`src/verilog/snd_pkg.sv`:
```
package snd_pkg;

    // Bus and audio widths
    typedef logic        [15:0] addr_t;     // Sound CPU address
    typedef logic        [ 7:0] data_t;     // Sound CPU data
    typedef logic        [14:0] rom_addr_t; // 32 kB program ROM
    typedef logic signed [15:0] sample_t;   // Final audio sample
    typedef logic        [ 9:0] tone_t;     // Sum of three channel volumes
    typedef logic        [11:0] period_t;   // Half period in sample strobes
    typedef logic        [ 3:0] vol_t;
    typedef logic        [ 3:0] page_t;     // A15..A12

    // Memory map pages
    localparam page_t MAP_RAM_PAGE   = 4'h8; // Work RAM
    localparam page_t MAP_LATCH_PAGE = 4'hd; // Command latch, read clears irq
    localparam page_t MAP_SYNTH_PAGE = 4'he; // Tone registers
    localparam int    RAM_AW         = 11;   // 2 kB
    localparam data_t UNMAPPED_DATA  = 8'hff; // Open bus value

    // 24 MHz / 64 = 375 kHz sample rate
    localparam int SND_CEN_N  = 1;
    localparam int SND_CEN_M  = 64;

    localparam int DCRM_SHIFT = 6;  // Average over about 64 samples
    localparam int TONE_GAIN  = 16; // Product is shifted right by 2 afterwards

    // Wishbone classic, master to slave
    typedef struct packed {
        logic  cyc;
        logic  stb;
        logic  we;
        addr_t adr;
        data_t dat;
    } wb_req_t;

    // Slave to master
    typedef struct packed {
        logic  ack;
        data_t dat;
    } wb_rsp_t;

endpackage

```
`src/verilog/snd_dcrm.sv`:
```
module snd_dcrm (
    input  logic               clk,
    input  logic               rst_n,
    input  logic               cen,
    input  snd_pkg::tone_t     din,  // Unsigned, always positive
    output logic signed [10:0] dout  // Centered on zero
);
    import snd_pkg::*;

    localparam int ACC_W = $bits(tone_t) + DCRM_SHIFT;

    logic [ACC_W-1:0]          acc;  // Average with DCRM_SHIFT fraction bits
    logic [ACC_W:0]            acc_nxt;
    logic [$bits(tone_t)-1:0]  avg;

    assign avg     = acc[ACC_W-1:DCRM_SHIFT];              // Integer part
    assign acc_nxt = acc + (ACC_W+1)'(din) - (ACC_W+1)'(avg); // Leaky integrator

    always_ff @(posedge clk) begin
        if (!rst_n) begin
            acc  <= '0;
            dout <= '0;
        end else if (cen) begin
            acc  <= acc_nxt[ACC_W-1:0];
            dout <= $signed({1'b0, din}) - $signed({1'b0, avg});
        end
    end

endmodule

```
`config.mk`:
```
export PLATFORM = sky130hd
export DESIGN_NAME = snd_dcrm
export DESIGN_NICKNAME = d
export VERILOG_FILES = /design/src/verilog/snd_pkg.sv /design/src/verilog/snd_dcrm.sv
export SDC_FILE = /design/constraint.sdc
export NUM_CORES = 1
export LEC_CHECK = 0
export BUFFER_PORTS_ARGS = -buffer_cell sky130_fd_sc_hd__buf_2
export CORE_MARGIN = 2
export CORE_UTILIZATION = 55
export CTS_CLUSTER_SIZE = 30
export DETAILED_ROUTE_END_ITERATION = 8
export PLACE_DENSITY = 0.73
export SLEW_MARGIN = 10
export SYNTH_ARGS = -nofsm -noshare
export SYNTH_HDL_FRONTEND = slang
export SYNTH_SLANG_ARGS = --single-unit
```
`constraint.sdc`:
```
create_clock -name clk -period 4.4 [get_ports clk]
set_clock_uncertainty 0.15 [all_clocks]
set_input_delay 0.22 -clock clk [delete_from_list [all_inputs] [get_ports clk]]
set_output_delay 0.22 -clock clk [all_outputs]
set_load 0.02 [all_outputs]
```
==> flow_summary.yaml <==
status:
  outcome: "complete, no violations"
synthesis:
  syn_inst: 316
  synth_most_common_cell: "inv_1"
  synthAdderAreaFrac: 0.2177
  yosysTopAreaCell: "dfxtp_1"
  yosys_warnings: 0
  synthMuxAreaShare: 0.03694
  synthTopCellsByArea: "dfxtp_1 22%, ha_1 13%, fa_1 8.8%, inv_1 8.2%, nor2_1 3.3%"
  synth_xor_xnor_area_share: 0.02097
  synth_compound_area_frac: 0.2232
  synth_top_area_frac: 0.2157
  synth_edf_count: 0
  ys_ff_latch: 27
  synth_top_family_by_area: "compound AO/OA/AOI/OAI gates"
  synthesis.nets: 366
  netlist_top_cells_count: "55 x inv_1, 27 x dfxtp_1, 26 x ha_1"
  syn_area_per_cell_sq_um: 7.931
  synthFlopType: "dfxtp_1"
  ys_async_sr_fraction: 0
  synthSimpleGateAreaFrac: 0.1832
  syn_area_sq_mm: 0.002506
  ys_types: 50
  ys_seq_area_frac: 0.2157
layout:
  drive_gt1_frac: 0.1027
  layout.nets: 382
  syn_to_final_growth_pct: 7.439
  fin_cells: 383
  n_antenna_cell: 0
  n_fill_cell: 395
  ff_latch_area_sq_um: 540.5
  postLayoutCellArea_sq_mm: 0.002693
  multiInputGateArea_sq_mm: 0.001709
min_path:
  min_path_type: "in2reg"
global_routing:
  grtUsageTotal: 0.2442
  overflow: 0
  grt_pass1_wl_um: 9929
  grt_max_degree: 34
  antenna_found_initial: 0
  first_global_vias: 2149
drt:
  avgRoutedWirePerCell_um: 15.39
  dr.pass1.iters: 5
  met3_length_um: 242
  vias_per_cell: 5.843
  top_layer_used: "met4"
  routed_wl_um: 5893
  met1_length_um: 2851
  drc: 0
  drt-initial-drc-count: 128
  wl_met2_um: 2656
  ant_nets: 0
  via_count: 2238
die:
  core.rowCount: 24
  chipWidth_um: 71.50
  die_y_um: 71.50
  die_area_sq_mm: 0.005112
  coreArea_sq_mm: 0.004384
  initial_utilization: 0.5716
  num_io_pins: 24
place:
  gp_congestion: 0.8926
  dpl_cell_area_sq_mm: 0.002644
  hpwl_um: 4439
  dp_cells: 379
  portBuffers: 23
critical_path:
  arrival_ns: 3.14
  critPathRequiredTime_ns: 4.44
  endpoint_kind: "register"
  start_kind: "register"
  cp_max_fo: 4
  crit_type: "reg2reg"
clock_network:
  clk_pin_slew_ns: 0.11
  holdBufCountCts: 0
  cts_resized: 0
  htreeDepth: 1
  cts_setup_buffers: 0
  root_buffer: "clkbuf_8"
  cts_tree: "done"
  cts_buffers: 3
  clockBufferDepth: 2
  clock_latency_ns: 0.29
  clock-sinks: 27
timing:
  hold_violations: 0
  finalSetupViolCount: 0
  tightest_slew_ns: 0.8286
  hold_slack_ns: 0.1655
  fin_crit_ns: 3.093
  maxSlewHeadroom: 0.4470
  period_share: 0.7030
  rsz0062_at_grt: "false"
  slew_violations: 0
  timing.fmax_ghz: 0.3233
  setup_tns_ns: 0
power_and_ir_drop:
  vdd_ir_drop_max_v: 0.0002994
  p_leak_nw: 1.287
  power.density_mw_per_mm2: 892.7
run:
  drv_cap: 0
worst paths after layout:
| path | cells past startpoint | start | endpoint | slack (ns) |
|---|---|---|---|---|
| worst min-delay path | 4 | din[0] | acc[0]$_SDFFE_PN0P_ | 0.17 |
| worst max register to register | 10 | acc[1]$_SDFFE_PN0P_ | acc[11]$_SDFFE_PN0P_ | 1.31 |
| worst max-delay path | 10 | acc[1]$_SDFFE_PN0P_ | acc[11]$_SDFFE_PN0P_ | 1.31 |
| worst min register to register | 2 | dout[1]$_SDFFE_PN0P_ | dout[1]$_SDFFE_PN0P_ | 0.33 |
where the power goes:
group / leakage (nW) / internal, mW / switching, mW / total [mW]
Combinational: 1.04 / 0.803 / 1.04 / 1.84
Clock: 0.0217 / 0.0647 / 0.0925 / 0.157
Sequential: 0.223 / 0.335 / 0.0716 / 0.406
registers in the layout (all words and copies together), names as in the netlist:
| signal | flops |
|---|---|
| dout | 11 |
| acc | 16 |
metal layers:
layer	track usage	up-vias
met2	0.3981	51
li1	-	1132
met5	0	-
met1	0.3439	1044
met3	0.01828	11
met4	0.08176	0
metrics by stage:
stage	utilization	setup slack (ns)	total power, mW
floorplan	-	1.559	1.860
global placement	0.6030	1.317	2.193
detailed placement	0.6030	1.246	2.224
CTS	0.6142	1.295	2.391
global route	0.6142	1.079	2.663
finish	0.6142	1.307	2.404
cell families (layout without fill, tap and decap cells):
| kind of cell | count (synthesis) | in the layout |
|---|---|---|
| AOI/OAI and AO/OA | 79 | 79 |
| xor gates and xnor gates | 6 | 6 |
| adders and majority gates | 37 | 37 |
| buffers and inverters | 68 | 83 |
| DFF | 27 | 27 |
| muxes | 9 | 9 |
| and+or+nand+nor | 90 | 90 |
worst max-delay path: stages (launching register included):
cell and delay [ns]:
dfxtp_1 0.35, inv_1 0.06, fa_1 0.56, inv_1 0.06
ha_1 0.30, a211oi_1 0.37, o21a_1 0.18, o21ai_0 0.23
a221oi_1 0.33, mux2_2 0.37, o31ai_1 0.07
cell type report:
type	count	share of cell area
Multi-Input combinational cell	221	0.6348
Inverter	55	0.07667
Timing Repair Buffer	24	0.04554
Sequential cell	27	0.2007
Clock buffer	3	0.01533
Clock inverter	1	0.002788
Tap cell	52	0.02416
layout by cell type (no fill, tap or decap), types with 2 or more instances in the layout:
cell and count:
a2111oi_0 2, a211o_1 2, a211oi_1 6, a21o_1 8
a21oi_1 14, a221oi_1 2, a311o_1 3, a31oi_1 6
and3_1 2, and4_1 2, buf_2 23, clkbuf_8 3
dfxtp_1 27, fa_1 11, ha_1 26, inv_1 55
mux2_2 2, mux2i_1 7, nand2_1 19, nand3_1 15
nand4_1 2, nand4b_1 2, nor2_1 22, nor2b_1 4
nor3_1 7, o211ai_1 6, o21a_1 7, o21ai_0 11
o21bai_1 2, o31ai_1 3, or3_1 6, xnor2_1 2
xor2_1 4
Power figures use the tool's default switching activity.
