===== config.mk =====
export PLATFORM = sky130hd
export DESIGN_NAME = snd_tone_gen
export DESIGN_NICKNAME = d
export VERILOG_FILES = /design/src/verilog/snd_pkg.sv /design/src/verilog/snd_tone_gen.sv
export SDC_FILE = /design/constraint.sdc
export NUM_CORES = 1
export LEC_CHECK = 0
export ABC_AREA = 0
export ABC_CLOCK_PERIOD_IN_PS = 6600
export BUFFER_PORTS_ARGS = -buffer_cell sky130_fd_sc_hd__buf_4
export CELL_PAD_IN_SITES_DETAIL_PLACEMENT = 1
export CELL_PAD_IN_SITES_GLOBAL_PLACEMENT = 1
export CORE_MARGIN = 5
export CORE_UTILIZATION = 50
export CTS_BUF_LIST = sky130_fd_sc_hd__clkbuf_2 sky130_fd_sc_hd__clkbuf_4 sky130_fd_sc_hd__clkbuf_8
export DETAILED_ROUTE_END_ITERATION = 16
export HOLD_SLACK_MARGIN = 0.1
export PLACE_DENSITY_LB_ADDON = 0.2
export SLEW_MARGIN = 15
export SYNTH_ARGS = -nofsm -noshare
export SYNTH_HDL_FRONTEND = slang
export SYNTH_SLANG_ARGS = --single-unit

===== constraint.sdc =====
create_clock -name clk -period 6.6 [get_ports clk]
set_clock_uncertainty 0.05 [all_clocks]
set_input_delay 0.99 -clock clk [delete_from_list [all_inputs] [get_ports clk]]
set_output_delay 0.99 -clock clk [all_outputs]
set_load 0.005 [all_outputs]

===== src/verilog/snd_pkg.sv =====
package snd_pkg;

    // Bus and audio widths
    typedef logic        [15:0] addr_t;     // Sound CPU address
    typedef logic        [ 7:0] data_t;     // Sound CPU data
    typedef logic        [14:0] rom_addr_t; // 32 kB program ROM
    typedef logic signed [15:0] sample_t;   // Final audio sample
    typedef logic        [ 9:0] tone_t;     // Sum of three channel volumes
    typedef logic        [11:0] period_t;   // Half period in sample strobes
    typedef logic        [ 3:0] vol_t;
    typedef logic        [ 3:0] page_t;     // A15..A12

    // Memory map pages
    localparam page_t MAP_RAM_PAGE   = 4'h8; // Work RAM
    localparam page_t MAP_LATCH_PAGE = 4'hd; // Command latch, read clears irq
    localparam page_t MAP_SYNTH_PAGE = 4'he; // Tone registers
    localparam int    RAM_AW         = 11;   // 2 kB
    localparam data_t UNMAPPED_DATA  = 8'hff; // Open bus value

    // 24 MHz / 64 = 375 kHz sample rate
    localparam int SND_CEN_N  = 1;
    localparam int SND_CEN_M  = 64;

    localparam int DCRM_SHIFT = 6;  // Average over about 64 samples
    localparam int TONE_GAIN  = 16; // Product is shifted right by 2 afterwards

    // Wishbone classic, master to slave
    typedef struct packed {
        logic  cyc;
        logic  stb;
        logic  we;
        addr_t adr;
        data_t dat;
    } wb_req_t;

    // Slave to master
    typedef struct packed {
        logic  ack;
        data_t dat;
    } wb_rsp_t;

endpackage


===== src/verilog/snd_tone_gen.sv =====
module snd_tone_gen (
    input  logic           clk,
    input  logic           rst_n,
    input  logic           cen_snd,
    // Register port
    input  logic           we,
    input  logic [3:0]     addr,
    input  snd_pkg::data_t wdata,
    output snd_pkg::data_t rdata,
    // Audio out
    output snd_pkg::tone_t tone
);
    import snd_pkg::*;

    period_t    per [3];
    vol_t       vol [3];
    period_t    cnt [3];      // Half period counters
    logic [2:0] sq;           // Square outputs
    logic [1:0] ch;
    tone_t      tone_sum;

    assign ch = addr[1:0];    // Channel index, 3 is unused

    // Register writes
    always_ff @(posedge clk) begin
        if (!rst_n) begin
            for (int i = 0; i < 3; i++) begin
                per[i] <= '0;   // Muted
                vol[i] <= '0;
            end
        end else if (we && ch != 2'd3) begin
            case (addr[3:2])
                2'd0: per[ch][7:0]  <= wdata;       // Offsets 0-2
                2'd1: per[ch][11:8] <= wdata[3:0];  // Offsets 4-6
                2'd2: vol[ch]       <= wdata[3:0];  // Offsets 8-A
                default: ;
            endcase
        end
    end

    // Read back
    always_comb begin
        rdata = UNMAPPED_DATA;
        if (ch != 2'd3) begin
            case (addr[3:2])
                2'd0:    rdata = per[ch][7:0];
                2'd1:    rdata = {4'h0, per[ch][11:8]};
                2'd2:    rdata = {4'h0, vol[ch]};
                default: rdata = UNMAPPED_DATA;
            endcase
        end
    end

    always_comb begin
        tone_sum = '0;
        for (int i = 0; i < 3; i++) begin
            if (sq[i]) tone_sum = tone_sum + tone_t'(vol[i]);
        end
    end

    // Square wave counters
    always_ff @(posedge clk) begin
        if (!rst_n) begin
            sq   <= '0;
            tone <= '0;
            for (int i = 0; i < 3; i++) cnt[i] <= '0;
        end else if (cen_snd) begin
            tone <= tone_sum;
            for (int i = 0; i < 3; i++) begin
                if (per[i] == '0) begin
                    cnt[i] <= '0;
                    sq[i]  <= 1'b0;                 // Period 0 holds low
                end else if (cnt[i] >= per[i] - period_t'(1)) begin
                    cnt[i] <= '0;
                    sq[i]  <= !sq[i];
                end else begin
                    cnt[i] <= cnt[i] + period_t'(1);
                end
            end
        end
    end

endmodule


==> impl_summary.txt <==
----------------------------------------------------
[Setup path]
  Startpoint of the worst register-to-register path ... per[2][0]
  Logic depth of the worst path, buffers included ... 12
  Required time reported for the critical path endpoint ... slightly below 7 ns
  Element type at the critical path start ... flip-flop
  Reg2Reg Setup Slack ... 3.09 ns
  Critical path buffers and inverters ... 1
  Slowest cell on crit path ... edfxtp_1
  Worst endpoint data arrival time ... approximately 3.7 ns
  Length in cells of the worst reg-to-reg path ... 12
  RR Endpoint ... cnt[2][5]
  Capturing element type of the critical path ... flip-flop
  Critical path's largest stage delay ... between 0.4 and 0.5 ns
  Cell breakdown of the critical path ... inv_1 -> ha_1 -> nand2b_1 -> nor4_1 -> xnor2_1 -> ha_1 -> and2_1 -> a221oi_2 -> o21ai_1 -> a221oi_2 -> nand4_1 -> nor2_1
  Category of the critical setup timing path ... flip-flop to flip-flop
  Worst-path maximum fanout ... 12
  Largest delay share family, worst path ... simple AND/OR/NAND/NOR gates

[GRT]
  GR Util met3 ... 0.04403
  Busiest layer in global routing ... met2
  GR Util met1 ... 0.2325
  Global Route Usage Sum ... 0.2065
  Global-route wire length before repair ... around 26000 um
  Number of antenna violations at the first check in global routing ... 0
  Total global routing overflow ... 0
  Maximum number of pins on one net before global-route repair ... 37
  Vias in the first global route ... between 5000 and 6000
  Met2 capacity usage during global routing ... 0.3892

[Pwr]
  LEAKAGE ... 3.012 nW
  Worst vdd rail ir drop ... ~0.21 mV
  Pwr dens ... 203.0 nW/um^2

[Synth]
  Synth warnings ... 0
  Syn Area/Cell ... 10.72 um^2
  Number of distinct library cells after synthesis ... 54
  Cell count after synthesis ... ~630
  Synth Register Bits ... between 100 and 150
  Primary FF master, synth ... edfxtp_1
  Sequential area share after synthesis ... 0.4564
  Post-synth design cell area ... 6711 um^2
  Number of synthesized flops with an enable pin ... 96
  Share of flip-flops with an asynchronous set or reset ... 0

[Clocking]
  TritonCTS clock tree ... yes
  Total setup buffers inserted after CTS ... 0
  Number of CTS-inserted buffers ... 9
  Number of levels the H-tree was split into ... 3
  Clock-pin slew of the registers on the worst-case setup and hold paths ... ~0.1 ns
  Longest Clk Path Bufs ... 2
  Worst skew pair latency ... 0.39 ns
  Clock tree root driver cell ... clkbuf_8
  CTS-repair resized insts ... 0
  CTS hold repair buffers ... 0
  Clock sink count ... between 100 and 150

[Final layout]
  Commonest non-fill, non-tap cell in the layout ... edfxtp_1
  N_diodes ... 0
  Number of nets in the layout ... 728
  Footprint of the flip-flops and latches ... 3063 um^2
  Growth of design area from synthesis to finish ... 8.688%
  Fill count ... approximately 1400
  Total area of multi-input combinational cells ... roughly 3500 um^2
  Fraction of final layout cells sized beyond drive strength 1 ... 0.1074
  Most used cells in the layout excluding fill and tap cells ... edfxtp_1, nand2_1, nor2_1

[Detailed routing]
  Routed length per placed instance ... approximately 19 um
  Remaining antenna violation count ... 0
  Detailed-route DRC error count ... 0
  Number of DRC violations after detailed-routing iteration 0 ... roughly 260
  Via count of the routed design ... roughly 4800
  Vias per Instance ... between 5 and 6
  Final WL ... between 15000 and 20000 um
  Number of iterations in the first detailed-routing pass ... 4

[Floorplanning]
  Placement Rows ... 42
  Die X-Extent ... between 100 and 150 um
  DIE AREA ... between 15000 and 20000 um^2
  Vertical die dimension ... 125.9 um
  Count of pins on the block boundary ... 34
  Core Region ... 13190 um^2
  Effective utilization at floorplan ... 0.5088

[Place]
  DP HPWL ... around 13000 um
  Worst-case setup slack after placement ... 3.067 ns
  Number of input and output port buffers inserted ... 29
  Final weighted congestion in routability-driven placement ... roughly 0.86

[Timing]
  Worst Max-Slew Pin Slew ... a little under 0.6 ns
  Period utilization ... 0.5317
  Relative slew margins ... 0.6105
  Final setup margin ... approximately 3.1 ns
  Worst-case hold slack ... 0.4558 ns
  Final sum of negative setup slack ... 0 ns
  Slew Limit Fails ... 0
  Final number of hold-violating endpoints ... 0
  Unrepaired setup endpoints after global routing ... false
  Shortest period the worst path allows ... 3.509 ns
  Upper clock frequency limit ... 0.2850 GHz
  Number of setup violations in the final report ... 0

[Min path]
  End point of the worst hold path ... tone[4]
  Type of the tightest min-delay check ... flip-flop to flip-flop
  Startpoint of the lowest-slack hold path ... tone[4]
  Worst hold path depth ... 1

[Run status]
  Run status ... completed

[Flow run]
  Max Cap Viol ... 0

----------------------------------------------------
[power by group]
part / internal [mW] / switching (mW)
clock: 0.179 / 0.238
combinational: 0.110 / 0.127
sequential: 0.772 / 0.0556
[per-layer routing]
layer | share of wire | vias to the layer above
met5 | 0 | -
met4 | 0.020 | 0
met3 | 0.032 | 24
met2 | 0.55 | 75
met1 | 0.40 | 2393
li1 | - | 2299
[flip-flops by register name (all words and copies together) (netlist names)]
name and cells:
vol 16, tone 6, per 44, sq 3, cnt 36
[cell families (layout without fill, tap and decap cells)]
family          after synthesis  count (layout)  synth area share
flops                       105             105            0.4564
xor+xnor                     65              65           0.08483
simple gates                265             265            0.1993
buf+inv                      49              69           0.03262
fa+ha+maj                    56              56            0.1066
compound gates               60              60           0.05966
other cells                   1              16         0.0005587
mux                          25              25           0.06003
[through the flow]
| stage | cells | util | instance area (um^2) | power (mW) |
|---|---|---|---|---|
| floorplan | 641 | - | 6768 | 0.9914 |
| global placement | 821 | 0.5377 | 7092 | 1.061 |
| detailed placement | 821 | 0.5377 | 7092 | 1.081 |
| CTS | 837 | 0.5530 | 7295 | 1.496 |
| global route | 837 | 0.5530 | 7295 | 1.553 |
| finish | 837 | 0.5530 | 7295 | 1.481 |
[cell type report]
class                      instances  share of cell area
clock buffer                       9             0.01698
clock inverter                     7             0.01081
inverter                          20             0.01029
multi-input combinational        487              0.4779
sequential                       105              0.4199
tap                              176             0.03019
timing repair buffer              33             0.03396
[how the worst max path moves through the flow]
| stage | from | slack (ns) | end |
|---|---|---|---|
| 2_1_floorplan | addr[0] | 3.31 | rdata[3] |
| 3_5_place_dp | per[2][0] | 3.07 | cnt[2][5] |
| 4_1_cts | per[2][0] | 3.04 | cnt[2][5] |
| 3_3_place_gp | addr[0] | 3.16 | rdata[3] |
| 6_report | per[2][0] | 3.09 | cnt[2][5] |
| 5_1_grt | per[2][0] | 2.83 | cnt[2][5] |
[cells in the mapped netlist (6+ instances only)]
cell       n  area share
dfxtp_1    9       0.027
nor2_1    59       0.033
inv_1     20       0.011
nor2b_1    9      0.0084
clkbuf_1  13      0.0073
and3_1    53       0.049
edfxtp_1  96        0.43
a21o_1    11       0.012
o21ai_0   13      0.0097
nor3_1    13      0.0097
nor4_1     6      0.0056
a21oi_1   15       0.011
nand2b_1   7      0.0065
xor2_1    31       0.040
nand2_1   67       0.037
nand3_1   25       0.019
buf_2      6      0.0045
mux4_2    12       0.040
mux2i_1   11       0.016
ha_1      54        0.10
xnor2_1   34       0.044
(Power assumes the default switching activity.)
