**config.mk**
```make
export PLATFORM = sky130hd
export DESIGN_NAME = snd_mixer
export DESIGN_NICKNAME = d
export VERILOG_FILES = /design/src/verilog/snd_pkg.sv /design/src/verilog/snd_mixer.sv
export SDC_FILE = /design/constraint.sdc
export NUM_CORES = 1
export LEC_CHECK = 0
export ABC_CLOCK_PERIOD_IN_PS = 840
export BUFFER_PORTS_ARGS = -buffer_cell sky130_fd_sc_hd__clkbuf_2
export CORE_AREA = 3 3 40 42
export CTS_CLUSTER_SIZE = 25
export DETAILED_ROUTE_END_ITERATION = 10
export DIE_AREA = 0 0 43 45
export GPL_TIMING_DRIVEN = 0
export PLACE_DENSITY_LB_ADDON = 0.25
export SLEW_MARGIN = 5
export SYNTH_ARGS = -nofsm -noshare
export SYNTH_HDL_FRONTEND = slang
export SYNTH_SLANG_ARGS = --single-unit
```
**constraint.sdc**
```tcl
create_clock -name clk -period 0.84 [get_ports clk]
set_clock_uncertainty 0.05 [all_clocks]
set_input_delay 0.168 -clock clk [delete_from_list [all_inputs] [get_ports clk]]
set_output_delay 0.168 -clock clk [all_outputs]
set_load 0.01 [all_outputs]
```
**src/verilog/snd_pkg.sv**
```systemverilog
package snd_pkg;

    // Bus and audio widths
    typedef logic        [15:0] addr_t;     // Sound CPU address
    typedef logic        [ 7:0] data_t;     // Sound CPU data
    typedef logic        [14:0] rom_addr_t; // 32 kB program ROM
    typedef logic signed [15:0] sample_t;   // Final audio sample
    typedef logic        [ 9:0] tone_t;     // Sum of three channel volumes
    typedef logic        [11:0] period_t;   // Half period in sample strobes
    typedef logic        [ 3:0] vol_t;
    typedef logic        [ 3:0] page_t;     // A15..A12

    // Memory map pages
    localparam page_t MAP_RAM_PAGE   = 4'h8; // Work RAM
    localparam page_t MAP_LATCH_PAGE = 4'hd; // Command latch, read clears irq
    localparam page_t MAP_SYNTH_PAGE = 4'he; // Tone registers
    localparam int    RAM_AW         = 11;   // 2 kB
    localparam data_t UNMAPPED_DATA  = 8'hff; // Open bus value

    // 24 MHz / 64 = 375 kHz sample rate
    localparam int SND_CEN_N  = 1;
    localparam int SND_CEN_M  = 64;

    localparam int DCRM_SHIFT = 6;  // Average over about 64 samples
    localparam int TONE_GAIN  = 16; // Product is shifted right by 2 afterwards

    // Wishbone classic, master to slave
    typedef struct packed {
        logic  cyc;
        logic  stb;
        logic  we;
        addr_t adr;
        data_t dat;
    } wb_req_t;

    // Slave to master
    typedef struct packed {
        logic  ack;
        data_t dat;
    } wb_rsp_t;

endpackage

```
**src/verilog/snd_mixer.sv**
```systemverilog
module snd_mixer (
    input  logic               clk,
    input  logic               rst_n,
    input  logic               cen,
    input  logic signed [10:0] din,
    output snd_pkg::sample_t   mixed,
    output logic               valid  // High in the cycle mixed changes
);
    import snd_pkg::*;

    localparam int PROD_W = 11 + 8;
    localparam logic signed [7:0]        GAIN  = 8'(TONE_GAIN);
    localparam logic signed [PROD_W-1:0] MAX_S = PROD_W'(32767);
    localparam logic signed [PROD_W-1:0] MIN_S = -PROD_W'(32768);

    logic signed [PROD_W-1:0] prod;
    logic signed [PROD_W-1:0] scaled;
    sample_t                  sat;

    assign prod   = din * GAIN;
    assign scaled = prod >>> 2;       // Keep the sign

    // Clip to 16 bits
    always_comb begin
        if (scaled > MAX_S) begin
            sat = 16'sh7fff;
        end else if (scaled < MIN_S) begin
            sat = 16'sh8000;
        end else begin
            sat = scaled[15:0];
        end
    end

    always_ff @(posedge clk) begin
        if (!rst_n) begin
            mixed <= '0;
            valid <= 1'b0;
        end else begin
            valid <= cen;
            if (cen) mixed <= sat;
        end
    end

endmodule

```
==> results of run 1 <==
## worst register-to-register path: cells and delay by family (launching register included)
family           cells  cell delay, ns
muxes                1            0.12
DFF                  1            0.36
and+or+nand+nor      1            0.06
## what timing repair did
item | 4_1_cts | 5_1_grt
endpoints found under the setup margin | 15 | 15
resized for setup | 11 | 32
hold buffers | 0 | 0
pin swaps | 0 | 0
## cells by family after synthesis
| logic type | after synthesis |
|---|---|
| buffers and inverters | 7 |
| AND/OR/NAND/NOR | 12 |
| multiplexers | 11 |
| other | 1 |
| flip-flops | 12 |
## through the flow
step,power (mW),setup TNS [ns],cell area (um2),utilization [%],hold slack (ns)
final,1.19,-1.48,777,60.5,0.0977
after global routing,1.26,-1.97,777,60.5,0.120
after CTS,1.17,-1.84,682,53.1,0.0927
after detailed placement,0.829,-0.518,646,50.2,0.365
after global placement,0.825,-0.429,646,50.2,0.358
after floorplan,0.746,0,487,-,0.246
## power by group through the flow
stage | Clock [mW] | Sequential, mW | Combinational (mW)
after CTS | 0.343 | 0.626 | 0.197
after detailed placement | 0 | 0.632 | 0.196
after global placement | 0 | 0.632 | 0.193
after global routing | 0.361 | 0.637 | 0.263
after floorplan | 0 | 0.649 | 0.0969
final | 0.317 | 0.631 | 0.240
## area by class of cell
class / count / area, um2 / share of cell area (%)
buffer: 7 / 63.8 / 8.21
clock buffer: 3 / 22.5 / 2.90
multi-input combinational: 25 / 194 / 25.0
sequential: 12 / 256 / 33.0
tap: 15 / 18.8 / 2.42
timing repair buffer: 28 / 221 / 28.5
## sequential cells by signal, indices dropped and copies added, names as in the netlist
signal,cells
mixed,11
valid,1
## final timing paths
path / end / start / slack [ns]
max: mixed[14] / mixed[14] / -0.21
min reg2reg: mixed[8] / mixed[8] / 0.47
min: mixed[3] / rst_n / 0.1
max reg2reg: mixed[14] / mixed[14] / 0.15
## Yosys cell counts, drive strengths merged
master,count
dfxtp,12
mux2i,11
nor2b,11
buf,6
and2,1
clkbuf,1
conb,1
## layer usage
metal	part of all wire, %	vias up
met5	0	-
met4	0	0
met3	13	0
met2	48	22
met1	38	170
li1	-	196
==> metrics, run 1 <==
critical path data arrival time 0.83 ns; # nets final 91; CP peak stage delay 0.36 ns; internal power 927 uW; FF+latch count, synth 12; critical path's slowest cell dfxtp_4; die width 43 um; Antenna Cells 0; top cells by area, synth dfxtp_1, mux2i_1, nor2b_1, buf_4, buf_6; CP Buf/Inv Count 2; Core ar. 1280 um2; RSZ-0062 raised after global routing true; GRT overflow 0; worst reg2reg path depth 2; cell taking the most area after synthesis dfxtp_1; routability cong. 0.603; antenna-violating nets left 0; Final WS setup -0.210 ns; Num Clock Sinks 12; clock-pin transition on the worst setup and hold timing paths 0.06 ns; vias in the first global route 345; part of the cycle the worst path needs 125%; 1st-pass router iterations 1; instance count on the critical path 2; Hold Crit Depth 2; Slew Viols, Final 0; pwr/cell area 1530 nW/um2; net switching power 262 uW; combinational family with the most area after synthesis multiplexers; part of the power in registers 53.1%; status finished with violations; Clock Power Share 26.7%; vias per cell 4.31; switching portion of total power 22.0%; Root Buffer clkbuf_4; initial core utilization 37.6%; worst path required time 0.62 ns; GR peak layer met2; DPL Wire Length 662 um; Max IR drop VDD 0.763 mV; met2 usage 15.6%; dpl cells 87; Core Rows 13; Mapped Cells 43; Crit. End Element primary output; CTS tree done; Max Cap Viol 0; full die area 1940 um2; Worst Hold Class in -> reg; post-CTS setup buffers 0; Routed WL 844 um; synth unique cells 8; maximum buffer depth of the clock tree 2; vias post-DR 388; Die Ht 45 um; TritonCTS Buffers 3; post-synthesis mux area share 22.8%; Tmin final 1.05 ns; most frequent cells in the layout buf_6, clkbuf_2, mux2i_1, nor2b_1, dfxtp_2; Crit Path Max Fanout 5; PortBufs 28; Critical Setup Path Class reg -> out; sequential fraction of the synthesis area 49.7%; DR iter-0 viols 0; yosys synthesis warning count 0; Final Hold Fails 0; Total GRT Usage 9.57%; Yosys top cell area share 49.7%; grt met1 use 11.4%; synthesized cell area 483 um2; Final Non-Filler Cells 90; Place WS -0.0627 ns; Synth Area in Simple Gates 15.8%; Clk Latency, worst-skew pair 0.25 ns; Final Setup Violations 15; most common cell after layout, fill and taps aside buf_6; Compound-Gate Fraction of Synth Area 0%; global-route wire length before repair 1390 um; WL/cell 9.38 um; failing checks setup timing; initial antenna violation count 0; Fill cells 112; adder-cell share of the synthesized area 0%; GRT met3 Usage 2.79%; layout cells sized above 1 65.3%; Area Growth Syn to Fin 60.9%; Static Leak 0.391 nW; DRC viols 0; Mapped Avg Cell Area 11.2 um2; part of the power in combinational logic 20.2%; crit-path cells buf_6 -> buf_6; Startpoint Class flip-flop; Max Freq 953 MHz; Worst path top cell family by delay flip-flops; H-tree depth 1; CP dominant cell by count buf_6; XOR/XNOR Fraction of Synth Area 0%; io pins 31; largest net degree at the start of global routing 11
(Power assumes the default switching activity.)
==> run 2, diff against run 1 <==
--- a/config.mk
+++ b/config.mk
@@ -7,10 +7,10 @@
 export LEC_CHECK = 0
 export ABC_CLOCK_PERIOD_IN_PS = 840
 export BUFFER_PORTS_ARGS = -buffer_cell sky130_fd_sc_hd__clkbuf_2
-export CORE_AREA = 3 3 40 42
+export CORE_MARGIN = 3
+export CORE_UTILIZATION = 30
 export CTS_CLUSTER_SIZE = 25
 export DETAILED_ROUTE_END_ITERATION = 10
-export DIE_AREA = 0 0 43 45
 export GPL_TIMING_DRIVEN = 0
 export PLACE_DENSITY_LB_ADDON = 0.25
 export SLEW_MARGIN = 5
==> metrics, run 2 (synthesized netlist as in run 1, its figures left out) <==
status finished with violations; failing checks setup timing; Num Clock Sinks 12; antenna-violating nets left 0; 1st-pass router iterations 1; top flop regs mixed x11, valid x1; most frequent cells in the layout buf_6, clkbuf_2, mux2i_1, nor2b_1, dfxtp_2; FF-to-FF setup slack 0.07 ns; part of the cycle the worst path needs 128%; net switching power 305 uW; Slew Viols, Final 0; Fill cells 126; part of the power in combinational logic 18.6%; initial core utilization 34.5%; Hold EP mixed[3]; start point of the worst min-delay path rst_n; PortBufs 28; maximum buffer depth of the clock tree 2; Max Freq 933 MHz; Final Non-Filler Cells 92; RSZ-0062 raised after global routing true; TritonCTS Buffers 3; Reg2Reg Launch Point mixed[11]; Critical Setup Path Class reg -> out; Final WS setup -0.232 ns; Largest register FFs 11; Clk Latency, worst-skew pair 0.27 ns; internal power 1.03 mW; Max Cap Viol 0; Routed WL 973 um; Max IR drop VDD 0.852 mV; area occupied by multi-input gates 194 um2; Crit Path Max Fanout 5; full die area 2130 um2; Startpoint Class flip-flop; Sequential cell area 258 um2; Place WS -0.0661 ns; # nets final 92; pwr/cell area 1660 nW/um2; Final Hold Fails 0; clock-pin transition on the worst setup and hold timing paths 0.08 ns; Area Growth Syn to Fin 66.8%; CTS tree done; DRC viols 0; vias post-DR 396; vias in the first global route 370; vias per cell 4.30; worst path required time 0.62 ns; Root Buffer clkbuf_4; Core ar. 1400 um2; largest net degree at the start of global routing 11; initial antenna violation count 0; most common cell after layout, fill and taps aside buf_6; Post-CTS Hold Buffers 0; part of the power in registers 47.3%; Crit. End Element primary output; H-tree depth 1; Total GRT Usage 10.3%; routability cong. 0.594; reg2reg end mixed[11]; Biggest register mixed; Core Rows 13; Static Leak 0.405 nW; dpl cells 87; worst reg2reg path depth 3; die width 46.1 um; Worst Hold Class in -> reg; GRT overflow 0; WL/cell 10.6 um; critical path data arrival time 0.85 ns; Hold Crit Depth 2; io pins 31; Die Ht 46.1 um; Clock Power Share 34.1%; DR iter-0 viols 0; switching portion of total power 22.8%; Antenna Cells 0; layout cells sized above 1 67.5%; Final Setup Violations 15; global-route wire length before repair 1450 um; Tmin final 1.07 ns
-- run 2: cell count changes in the layout (fill, tap and decap cells not counted), sizes merged --
cell | previous run | this run
buf | 21 | 22
clkbuf | 17 | 18
-- run 2: power by group through the flow --
stage / sequential (mW) / combinational (mW) / clock (mW)
finish: 0.632 / 0.248 / 0.456
global route: 0.637 / 0.272 / 0.503
CTS: 0.626 / 0.201 / 0.481
detailed placement: 0.633 / 0.196 / 0
global placement: 0.632 / 0.194 / 0
floorplan: 0.649 / 0.0969 / 0
-- run 2: cell type report --
type	count	area share, %
plain buffers	7	7.92
clock buffers	4	4.50
multi-input cells	25	24.1
flip-flops and latches	12	32.0
well taps	15	2.33
repair buffers	29	29.2
-- run 2: repair_timing --
action,CTS,global route
resized for setup,11,34
endpoints found under the setup margin,15,15
buffers inserted,1,0
-- run 2: routing by layer --
layer	up-vias	routed length [um]	global-route usage [%]	part of all wire (%)
met5	-	0	0	0
met4	0	27	8.52	2.8
met3	3	102	4.69	10
met1	173	345	8.92	35
met2	22	497	17.9	51
li1	198	-	-	-
-- run 2: worst max-delay path, cell delays in order, from the launching register on --
cell,delay [ns]
dfxtp_4,0.37
buf_6,0.11
buf_6,0.11
-- run 2: metrics by stage --
step / utilization [%] / hold slack, ns / total power, mW / area (um2) / setup TNS, ns
floorplan: - / 0.246 / 0.746 / 487 / 0
global placement: 46.2 / 0.357 / 0.826 / 646 / -0.495
detailed placement: 46.2 / 0.368 / 0.829 / 646 / -0.534
CTS: 50.3 / 0.0743 / 1.31 / 703 / -2.15
global route: 57.6 / 0.0793 / 1.41 / 806 / -2.30
finish: 57.6 / 0.0808 / 1.34 / 806 / -1.80
-- run 2: worst max-delay path by stage --
stage / startpoint / to / slack [ns]
after global placement: cen / mixed[11] / -0.06
after floorplan: mixed[14] / mixed[13] / 0.07
after CTS: mixed[14] / mixed[14] / -0.25
after global routing: mixed[14] / mixed[14] / -0.26
after detailed placement: cen / mixed[9] / -0.07
final: mixed[14] / mixed[14] / -0.23
==> run 3, diff against run 2 <==
--- a/config.mk
+++ b/config.mk
@@ -5,10 +5,10 @@
 export SDC_FILE = /design/constraint.sdc
 export NUM_CORES = 1
 export LEC_CHECK = 0
-export ABC_CLOCK_PERIOD_IN_PS = 840
+export ABC_CLOCK_PERIOD_IN_PS = 900
 export BUFFER_PORTS_ARGS = -buffer_cell sky130_fd_sc_hd__clkbuf_2
 export CORE_MARGIN = 3
-export CORE_UTILIZATION = 30
+export CORE_UTILIZATION = 35
 export CTS_CLUSTER_SIZE = 25
 export DETAILED_ROUTE_END_ITERATION = 10
 export GPL_TIMING_DRIVEN = 0
==> constraint.sdc (replaced) <==
create_clock -name clk -period 0.9 [get_ports clk]
set_clock_uncertainty 0.05 [all_clocks]
set_input_delay 0.18 -clock clk [delete_from_list [all_inputs] [get_ports clk]]
set_output_delay 0.18 -clock clk [all_outputs]
set_load 0.01 [all_outputs]
==> metrics, run 3 (synthesized netlist as in run 1, its figures left out) <==
status finished with violations; failing checks setup timing; die width 43.1 um; Startpoint Class flip-flop; most common cell after layout, fill and taps aside buf_6; Die Ht 43.1 um; io pins 31; routability cong. 0.582; placed standard-cell area 644 um2; initial antenna violation count 0; Biggest register mixed; part of the cycle the worst path needs 120%; Max Cap Viol 0; most frequent cells in the layout buf_6, clkbuf_2, mux2i_1, nor2b_1, dfxtp_2; vias in the first global route 378; antenna-violating nets left 0; clock-pin transition on the worst setup and hold timing paths 0.07 ns; RSZ-0062 raised after global routing true; Place WS -0.0349 ns; Final WS setup -0.177 ns; Area Growth Syn to Fin 65.0%; Crit. End Element primary output; WL/cell 10.5 um; cell area after layout 797 um2; Clk Latency, worst-skew pair 0.26 ns; top flop regs mixed x11, valid x1; largest net degree at the start of global routing 11; Reg2Reg Launch Point mixed[8]; Worst Hold Class in -> reg; grt met1 use 12.3%; PortBufs 28; Antenna Cells 0; DR iter-0 viols 1; 1st-pass router iterations 2; worst path required time 0.67 ns; Static Leak 0.403 nW; CTS tree done; vias per cell 4.24; met2 usage 17.4%; Core ar. 1200 um2; Final Hold Fails 0; DRC viols 0; Routed WL 957 um; Num Clock Sinks 12; vias post-DR 386; Largest register FFs 11; TritonCTS Buffers 3; Total GRT Usage 11.0%; Max Freq 928 MHz; pwr/cell area 1550 nW/um2; Core Rows 12; Root Buffer clkbuf_4; Crit Path Max Fanout 5; hold_ws 0.0986 ns; GRT overflow 0; GRT met3 Usage 5.08%; Max IR drop VDD 0.938 mV; Final Setup Violations 15; critical path data arrival time 0.85 ns; maximum buffer depth of the clock tree 2; layout cells sized above 1 66.2%; full die area 1860 um2; initial core utilization 40.2%; Slew Viols, Final 0; # nets final 92; GR peak layer met2; H-tree depth 1; Tmin final 1.08 ns; start point of the worst min-delay path rst_n; Critical Setup Path Class reg -> out; DPL Wire Length 679 um; global-route wire length before repair 1550 um; launch point of the worst path mixed[14]
-- run 3: changes by cell type in the layout (fill, tap and decap cells not counted) --
cell / delta
dfxtp_1: +1
dfxtp_2: -1
buf_2: +1
buf_6: -1
-- run 3: what timing repair did --
item                                   4_1_cts  5_1_grt
setup endpoints to repair                   15       15
hold buffers                                 0        0
endpoints found under the hold margin        0        0
setup buffers                                0        1
gates resized for setup                     18       22
-- run 3: worst paths after layout --
| check | endpoint | depth (start not counted) | slack (ns) |
|---|---|---|---|
| worst max-delay path | mixed[13] | 2 | -0.18 |
| worst min-delay path | mixed[5] | 2 | 0.1 |
| worst max register to register | mixed[8] | 3 | 0.13 |
| worst min register to register | mixed[4] | 2 | 0.47 |
-- run 3: per-stage QoR --
| stage | power (mW) | cells | setup TNS (ns) | util, % |
|---|---|---|---|---|
| floorplan | 0.696 | 44 | 0 | - |
| global placement | 0.770 | 86 | -0.0288 | 53.6 |
| detailed placement | 0.774 | 86 | -0.166 | 53.6 |
| CTS | 1.21 | 90 | -1.20 | 60.5 |
| global route | 1.30 | 91 | -1.47 | 66.4 |
| finish | 1.23 | 91 | -0.938 | 66.4 |
-- run 3: worst max-delay path: stages, from the launching register on --
cell and delay [ns]:
dfxtp_4 0.37, buf_6 0.11, buf_6 0.11
-- run 3: layout make-up --
class / count / area (um2)
plain buffers: 7 / 63.8
clock buffers: 4 / 36.3
fillers: 98 / 404
multi-input cells: 25 / 194
flip-flops and latches: 12 / 256
well taps: 14 / 17.5
repair buffers: 29 / 229
-- run 3: routing by layer --
layer	wire length, um	part of all wire [%]
met3	88	9.2
met2	482	50
met5	0	0
met4	0	0
met1	386	40
-- run 3: report_power, final --
| part | internal, mW | switching, mW |
|---|---|---|
| clock | 0.245 | 0.167 |
| sequential | 0.567 | 0.0226 |
| combinational | 0.147 | 0.0841 |
